--- src/rtl/ros2_buf_pkg.sv ---
package ros2_buf_pkg;

    // ~~~~~~~~~~~~~~~~~~~~
    // Grant and owner encodings
    // ~~~~~~~~~~~~~~~~~~~~

    // App-data region, one bit per party plus idle
    typedef enum logic [1:0] {
        NONE = 2'b00,
        IP   = 2'b01,
        CPU  = 2'b10
    } app_grant_e;

    // UDP buffers always have exactly one owner
    typedef enum logic {
        OWNER_IP  = 1'b0,
        OWNER_CPU = 1'b1
    } buf_owner_e;

    // ~~~~~~~~~~~~~~~~~~~~
    // Widths and depths
    // ~~~~~~~~~~~~~~~~~~~~

    // Word address into a UDP buffer
    localparam int BUF_ADDR_W = 6;
    localparam int BUF_WORD_W = 32;

    // Byte stream between protocol core and IP engines
    localparam int FIFO_BYTE_W   = 8;
    localparam int TX_FIFO_DEPTH = 16;
    localparam int RX_FIFO_DEPTH = 8;

endpackage

--- src/rtl/ros2_msg_pkg.sv ---
package ros2_msg_pkg;

    // ~~~~~~~~~~~~~~~~~~~~
    // CPU transmit message
    // ~~~~~~~~~~~~~~~~~~~~

    localparam int MSG_WORDS = 5;

    // Little-endian words as the protocol core reads them
    // Dest IP, dest/src UDP port, payload length, payload text
    localparam logic [ros2_buf_pkg::BUF_WORD_W-1:0] MSG_TABLE [MSG_WORDS] = '{
        32'h0a01a8c0,
        32'h045704d2,
        32'h00000007,
        32'h626f6f66,
        32'h000a7261
    };

    // ~~~~~~~~~~~~~~~~~~~~
    // Release timer
    // ~~~~~~~~~~~~~~~~~~~~

    localparam int REL_CNT_W = 6;

    // Timer counts up to its top bit, then clears on the pulse
    localparam int REL_PERIOD = (2 ** (REL_CNT_W - 1)) + 1;

endpackage

--- src/rtl/app_data_arbiter.sv ---
`timescale 1ns/100ps

module app_data_arbiter (
    input  logic clk_int,
    input  logic rst_int,
    input  logic ip_req,
    input  logic cpu_req,
    input  logic ip_rel,
    input  logic cpu_rel,
    output logic ip_grant,
    output logic cpu_grant
);

    import ros2_buf_pkg::*;

    app_grant_e state;

    // Requests only count while idle, IP wins a tie
    always_ff @(posedge clk_int) begin
        if (rst_int) begin
            state <= NONE;
        end else begin
            case (state)
                NONE: begin
                    if (ip_req) begin
                        state <= IP;
                    end else if (cpu_req) begin
                        state <= CPU;
                    end
                end
                IP: begin
                    if (ip_rel) begin
                        state <= NONE;
                    end
                end
                CPU: begin
                    if (cpu_rel) begin
                        state <= NONE;
                    end
                end
                default: begin
                    state <= NONE;
                end
            endcase
        end
    end

    assign ip_grant  = (state == IP);
    assign cpu_grant = (state == CPU);

    // At most one party holds the region
    a_grant_excl: assert property (@(posedge clk_int) disable iff (rst_int)
        !(ip_grant && cpu_grant));

endmodule

--- src/rtl/buf_owner.sv ---
`timescale 1ns/100ps

module buf_owner #(
    parameter ros2_buf_pkg::buf_owner_e reset_owner = ros2_buf_pkg::OWNER_IP
) (
    input  logic clk_int,
    input  logic rst_int,
    input  logic ip_rel,
    input  logic cpu_rel,
    output logic ip_grant,
    output logic cpu_grant
);

    import ros2_buf_pkg::*;

    buf_owner_e owner;

    // Only the current owner can hand the buffer over
    always_ff @(posedge clk_int) begin
        if (rst_int) begin
            owner <= reset_owner;
        end else begin
            case (owner)
                OWNER_IP: begin
                    if (ip_rel) begin
                        owner <= OWNER_CPU;
                    end
                end
                default: begin
                    if (cpu_rel) begin
                        owner <= OWNER_IP;
                    end
                end
            endcase
        end
    end

    assign ip_grant  = (owner == OWNER_IP);
    assign cpu_grant = (owner == OWNER_CPU);

    a_one_owner: assert property (@(posedge clk_int) disable iff (rst_int)
        $onehot({ip_grant, cpu_grant}));

endmodule

--- src/rtl/byte_fifo.sv ---
`timescale 1ns/100ps

module byte_fifo #(
    parameter int depth = 16
) (
    input  logic                                 clk_int,
    input  logic                                 rst_int,
    input  logic                                 wr_en,
    input  logic [ros2_buf_pkg::FIFO_BYTE_W-1:0] din,
    input  logic                                 rd_en,
    output logic [ros2_buf_pkg::FIFO_BYTE_W-1:0] dout,
    output logic                                 full,
    output logic                                 empty
);

    import ros2_buf_pkg::*;

    logic [FIFO_BYTE_W-1:0]     mem [depth];
    logic [$clog2(depth)-1:0]   wr_ptr;
    logic [$clog2(depth)-1:0]   rd_ptr;
    logic [$clog2(depth+1)-1:0] count;
    logic                       do_wr;
    logic                       do_rd;

    // Writes while full and reads while empty are dropped
    assign do_wr = wr_en && !full;
    assign do_rd = rd_en && !empty;

    always_ff @(posedge clk_int) begin
        if (do_wr) begin
            mem[wr_ptr] <= din;
        end
    end

    always_ff @(posedge clk_int) begin
        if (rst_int) begin
            wr_ptr <= '0;
            rd_ptr <= '0;
            count  <= '0;
        end else begin
            if (do_wr) begin
                if (int'(wr_ptr) == depth - 1) begin
                    wr_ptr <= '0;
                end else begin
                    wr_ptr <= wr_ptr + 1'b1;
                end
            end
            if (do_rd) begin
                if (int'(rd_ptr) == depth - 1) begin
                    rd_ptr <= '0;
                end else begin
                    rd_ptr <= rd_ptr + 1'b1;
                end
            end
            if (do_wr && !do_rd) begin
                count <= count + 1'b1;
            end else if (do_rd && !do_wr) begin
                count <= count - 1'b1;
            end
        end
    end

    // Show-ahead, head entry always on dout
    assign dout  = mem[rd_ptr];
    assign full  = (int'(count) == depth);
    assign empty = (count == '0);

    a_count_bound: assert property (@(posedge clk_int) disable iff (rst_int)
        int'(count) <= depth);

endmodule

--- src/rtl/txbuf_msg_source.sv ---
`timescale 1ns/100ps

module txbuf_msg_source (
    input  logic                                clk_int,
    input  logic                                rst_int,
    input  logic [ros2_buf_pkg::BUF_ADDR_W-1:0] addr,
    output logic [ros2_buf_pkg::BUF_WORD_W-1:0] rdata,
    output logic                                cpu_rel
);

    import ros2_buf_pkg::*;
    import ros2_msg_pkg::*;

    logic [$clog2(MSG_WORDS)-1:0] tbl_idx;
    logic                         in_table;
    logic [REL_CNT_W-1:0]         rel_cnt;

    assign tbl_idx  = addr[$clog2(MSG_WORDS)-1:0];
    assign in_table = (addr < BUF_ADDR_W'(MSG_WORDS));

    // ~~~~~~~~~~~~~~~~~~~~
    // Word table read port
    // ~~~~~~~~~~~~~~~~~~~~

    always_ff @(posedge clk_int) begin
        if (rst_int) begin
            rdata <= '0;
        end else if (in_table) begin
            rdata <= MSG_TABLE[tbl_idx];
        end else begin
            rdata <= '0;
        end
    end

    // ~~~~~~~~~~~~~~~~~~~~
    // Periodic release
    // ~~~~~~~~~~~~~~~~~~~~

    // Pulse and restart once the top bit comes up
    always_ff @(posedge clk_int) begin
        if (rst_int) begin
            rel_cnt <= '0;
            cpu_rel <= 1'b0;
        end else if (rel_cnt[REL_CNT_W-1]) begin
            rel_cnt <= '0;
            cpu_rel <= 1'b1;
        end else begin
            rel_cnt <= rel_cnt + 1'b1;
            cpu_rel <= 1'b0;
        end
    end

    a_rel_single: assert property (@(posedge clk_int) disable iff (rst_int)
        cpu_rel |=> !cpu_rel);

endmodule

--- src/rtl/ros2_buf_share.sv ---
`timescale 1ns/100ps

module ros2_buf_share (
    input  logic                                 clk_int,
    input  logic                                 rst_int,

    // App-data region
    input  logic                                 app_data_ip_req,
    input  logic                                 app_data_cpu_req,
    input  logic                                 app_data_ip_rel,
    input  logic                                 app_data_cpu_rel,
    output logic                                 app_data_ip_grant,
    output logic                                 app_data_cpu_grant,

    // UDP receive buffer
    input  logic                                 udp_rxbuf_ip_rel,
    input  logic                                 udp_rxbuf_cpu_rel,
    output logic                                 udp_rxbuf_ip_grant,
    output logic                                 udp_rxbuf_cpu_grant,

    // UDP transmit buffer
    input  logic                                 udp_txbuf_ip_rel,
    output logic                                 udp_txbuf_ip_grant,
    output logic                                 udp_txbuf_cpu_grant,
    input  logic [ros2_buf_pkg::BUF_ADDR_W-1:0]  udp_txbuf_addr,
    output logic [ros2_buf_pkg::BUF_WORD_W-1:0]  udp_txbuf_rdata,

    // Core to IP transmit engine
    input  logic                                 tx_fifo_wr_en,
    input  logic [ros2_buf_pkg::FIFO_BYTE_W-1:0] tx_fifo_din,
    output logic                                 tx_fifo_full,
    input  logic                                 tx_fifo_rd_en,
    output logic [ros2_buf_pkg::FIFO_BYTE_W-1:0] tx_fifo_dout,
    output logic                                 tx_fifo_empty,

    // IP receive engine to core
    input  logic                                 rx_fifo_wr_en,
    input  logic [ros2_buf_pkg::FIFO_BYTE_W-1:0] rx_fifo_din,
    output logic                                 rx_fifo_full,
    input  logic                                 rx_fifo_rd_en,
    output logic [ros2_buf_pkg::FIFO_BYTE_W-1:0] rx_fifo_dout,
    output logic                                 rx_fifo_empty
);

    import ros2_buf_pkg::*;

    // Timer pulse from the CPU side
    logic txbuf_cpu_rel;

    app_data_arbiter app_arb_i (
        .clk_int   (clk_int),
        .rst_int   (rst_int),
        .ip_req    (app_data_ip_req),
        .cpu_req   (app_data_cpu_req),
        .ip_rel    (app_data_ip_rel),
        .cpu_rel   (app_data_cpu_rel),
        .ip_grant  (app_data_ip_grant),
        .cpu_grant (app_data_cpu_grant)
    );

    // Receive buffer starts with the IP side
    buf_owner #(
        .reset_owner (OWNER_IP)
    ) rxbuf_owner_i (
        .clk_int   (clk_int),
        .rst_int   (rst_int),
        .ip_rel    (udp_rxbuf_ip_rel),
        .cpu_rel   (udp_rxbuf_cpu_rel),
        .ip_grant  (udp_rxbuf_ip_grant),
        .cpu_grant (udp_rxbuf_cpu_grant)
    );

    // Transmit buffer starts with the CPU, which loads the message
    buf_owner #(
        .reset_owner (OWNER_CPU)
    ) txbuf_owner_i (
        .clk_int   (clk_int),
        .rst_int   (rst_int),
        .ip_rel    (udp_txbuf_ip_rel),
        .cpu_rel   (txbuf_cpu_rel),
        .ip_grant  (udp_txbuf_ip_grant),
        .cpu_grant (udp_txbuf_cpu_grant)
    );

    byte_fifo #(
        .depth (TX_FIFO_DEPTH)
    ) tx_fifo_i (
        .clk_int (clk_int),
        .rst_int (rst_int),
        .wr_en   (tx_fifo_wr_en),
        .din     (tx_fifo_din),
        .rd_en   (tx_fifo_rd_en),
        .dout    (tx_fifo_dout),
        .full    (tx_fifo_full),
        .empty   (tx_fifo_empty)
    );

    byte_fifo #(
        .depth (RX_FIFO_DEPTH)
    ) rx_fifo_i (
        .clk_int (clk_int),
        .rst_int (rst_int),
        .wr_en   (rx_fifo_wr_en),
        .din     (rx_fifo_din),
        .rd_en   (rx_fifo_rd_en),
        .dout    (rx_fifo_dout),
        .full    (rx_fifo_full),
        .empty   (rx_fifo_empty)
    );

    txbuf_msg_source msg_src_i (
        .clk_int (clk_int),
        .rst_int (rst_int),
        .addr    (udp_txbuf_addr),
        .rdata   (udp_txbuf_rdata),
        .cpu_rel (txbuf_cpu_rel)
    );

endmodule

--- config.mk ---
export PLATFORM = sky130hd
export DESIGN_NAME = ros2_buf_share
export DESIGN_NICKNAME = d
export VERILOG_FILES = /design/src/rtl/ros2_buf_pkg.sv /design/src/rtl/ros2_msg_pkg.sv /design/src/rtl/app_data_arbiter.sv /design/src/rtl/buf_owner.sv /design/src/rtl/byte_fifo.sv /design/src/rtl/txbuf_msg_source.sv /design/src/rtl/ros2_buf_share.sv
export SDC_FILE = /design/constraint.sdc
export NUM_CORES = 1
export LEC_CHECK = 0
export BUFFER_PORTS_ARGS = -buffer_cell sky130_fd_sc_hd__clkbuf_2
export CAP_MARGIN = 0
export CELL_PAD_IN_SITES_DETAIL_PLACEMENT = 0
export CELL_PAD_IN_SITES_GLOBAL_PLACEMENT = 2
export CORE_MARGIN = 4
export CORE_UTILIZATION = 47
export CTS_CLUSTER_SIZE = 30
export DETAILED_ROUTE_END_ITERATION = 16
export GPL_ROUTABILITY_DRIVEN = 0
export PLACE_DENSITY = 0.95
export SYNTH_ARGS = -nofsm -noshare
export SYNTH_HDL_FRONTEND = slang
export SYNTH_SLANG_ARGS = --single-unit
--- constraint.sdc ---
create_clock -name clk_int -period 6.1 [get_ports clk_int]
set_clock_uncertainty 0.1 [all_clocks]
set_input_delay 0.305 -clock clk_int [delete_from_list [all_inputs] [get_ports clk_int]]
set_output_delay 0.305 -clock clk_int [all_outputs]
set_load 0.005 [all_outputs]
==> results.cfg <==
[timing]
hold_violations = 0
min_period_over_period = 0.487
setup_tns_ps = 0
post-route-min-period_ps = 2970
finalSetupViolations = 0
slew_headroom = 0.283
worst_pin_slew_ps = 1070
rsz0062_at_grt = no
hold_ws_ps = 51.1
max_clock_freq_mhz = 336
slew_violations = 0

[pwr]
ir_drop_mv = 0.192
cellPowerDensity_nw_per_um2 = 376
power_uw = 4290
p_leak_uw = 0.00407

[clocking]
htree_levels = 1
cts_sinks = 248
cts_buffers = 26
cts_tree = built
clockRootBuffer = clkbuf_16
clk_latency_ps = 510
cts.clk_slew.worst_paths_ps = 60
clockBufferDepth = 3
cts_hold_buf = 19
cts_resized = 0
cts_setup_buffers = 0

[detailed_routing]
via_per_inst = 5.41
first_iter_violations = 304
detailedRoute.firstPassIterationCount = 5
avgRoutedWirePerCell_um = 19.2
ant_nets = 0
vias = 5279
drc = 0
routed_wl_um = 18700

[setup_path]
crit_chain = mux4_2, mux2_2, clkbuf_2
arrival_ps = 2570
crit_type = reg -> out
cp.required_ps = 5690
slowest_stage = dfxtp_1
slowest_delay_ps = 1030
end_kind = output pin
cp-start-kind = flip-flop
path_max_fanout = 16

[global_route]
grtUsageMet2 = 0.268
grt_usage = 0.161
grt_pass1_vias = 5453
antenna_found_initial = 0
grt_pass1_wl_um = 29900
gr-usage-met1 = 0.222
grt-ovfl-total = 0
grt_max_degree = 34
top_usage_layer = met2
use_met3 = 0.0318

[layout]
nNetsFinal = 744
fin_util = 0.561
finalNonFillerCells = 975
syn_to_final_growth_pct = 16.6
final_layout_size_suffix_gt1_frac = 0.291
antenna_cells = 0

[synthesis]
yosysWarnings = 0
synth_edf_count = 192
synthTopCellsByArea = edfxtp_1 (59%), dfxtp_1 (11%), mux4_2 (11%)
yosysSeqAreaShare = 0.703
yosysTopAreaCell = edfxtp_1
synth_cell_type_count = 46
synth_area_um2 = 9790
syn_avg_cell_area_um2 = 16.8
synthCells = 584
synth_commonest_cells = edfxtp_1 (192), nor2_1 (60), dfxtp_1 (56)
ys_ff_latch = 248
synthFlopType = edfxtp_1
netlist.area_leader.share = 0.589
synth.most_common_cell = edfxtp_1
async_flop_share = 0

[placed_design]
dp_cells = 909
dp_hpwl_um = 12000
io_buffers = 87

[die]
core_um2 = 20400
start_util = 0.481
ios = 93
die_w_um = 152
die_area_um2 = 23200
fp.dieH_um = 152
rows = 52

[min_path]
hp-class = in -> reg

[outcome]
status = finished, final reports clean

[job]
cap_violations = 0
[layer usage]
layer / share of wire / vias up
li1: - / 2421
met1: 0.42 / 2645
met2: 0.50 / 187
met3: 0.063 / 26
met4: 0.017 / 0
met5: 0 / -
[cells by family after synthesis]
group / share of synthesized area
AO/OA/AOI/OAI: 0.0409
XOR/XNOR: 0.00805
adder cells (fa/ha/maj): 0.0309
buffers and inverters: 0.0299
flip-flops: 0.703
multiplexers: 0.129
other: 0.000383
AND/OR/NAND/NOR: 0.0576
[layout make-up]
type | instances | area, um^2
Fill cell | 1568 | 8940
Sequential cell | 248 | 6890
Multi-Input combinational cell | 283 | 2650
Timing Repair Buffer | 112 | 671
Clock buffer | 31 | 669
Tap cell | 270 | 338
Clock inverter | 16 | 149
Inverter | 15 | 56.3
[worst max-delay path, delay by kind of cell (launching register included)]
| family | cells | cell delay (ps) |
|---|---|---|
| DFF | 1 | 1030 |
| muxes | 2 | 900 |
| buffers and inverters | 1 | 120 |
[power breakdown]
group	switching, uW	internal, uW	total, uW	leakage, uW
clock network	623	871	1490	0.000393
registers	113	1910	2030	0.00219
logic	362	408	770	0.00149
[flip-flops by register name, indices dropped and copies added (netlist names), named ones only]
| register | flops |
|---|---|
| rx_fifo_i.rd_ptr | 3 |
| rx_fifo_i.count | 4 |
| txbuf_owner_i.cpu_grant | 1 |
| msg_src_i.rdata | 15 |
| msg_src_i.rel_cnt | 6 |
| rx_fifo_i.mem | 64 |
| msg_src_i.cpu_rel | 1 |
| app_arb_i.state | 2 |
| rx_fifo_i.wr_ptr | 3 |
| rxbuf_owner_i.cpu_grant | 1 |
| tx_fifo_i.wr_ptr | 4 |
| tx_fifo_i.mem | 128 |
| tx_fifo_i.count | 5 |
| tx_fifo_i.rd_ptr | 4 |
[final timing paths]
path,start,endpoint,slack (ps),depth (start not counted)
worst max register to register,tx_fifo_i.count[0]$_SDFFE_PP0P_,tx_fifo_i.count[4]$_SDFFE_PP0P_,3140,10
worst min register to register,msg_src_i.rel_cnt[0]$_SDFF_PP0_,msg_src_i.rel_cnt[0]$_SDFF_PP0_,350,1
worst max-delay path,flip-flop,rx_fifo_dout[0],3130,3
worst min-delay path,udp_txbuf_addr[5],msg_src_i.rdata[29]$_SDFF_PP0_,50,3
[stage by stage]
stage | worst slack (ps) | cell area (um^2)
finish | 3130 | 11400
global route | 2890 | 11400
CTS | 3010 | 11400
detailed placement | 3170 | 10400
global placement | 3220 | 10400
floorplan | 3310 | 9810
[layout by cell type (no fill, tap or decap), types with 2 or more instances in the layout]
cell,synthesis,layout
a211oi_1,2,2
a21oi_1,18,18
a22oi_1,16,16
a311o_1,2,2
a31oi_1,3,3
and2_1,2,2
and3_1,3,3
buf_4,17,6
bufinv_16,0,2
clkbuf_1,13,5
clkbuf_16,0,26
clkbuf_2,0,87
clkinv_1,0,2
clkinv_2,0,7
clkinvlp_4,0,4
conb_1,1,5
dfxtp_1,56,54
dfxtp_2,0,2
dlygate4sd3_1,0,19
edfxtp_1,192,192
fa_1,2,2
ha_1,21,21
inv_1,14,14
mux2_2,10,10
mux2i_1,7,7
mux4_2,48,48
nand2_1,26,26
nand2b_1,3,3
nand3_1,4,4
nor2_1,60,60
nor2b_1,7,7
nor3_1,14,10
nor3_2,0,4
nor4_1,4,4
o21ai_0,2,2
o21ai_4,2,2
xnor2_1,4,4
xor2_1,5,5
Power figures use the tool's default switching activity.
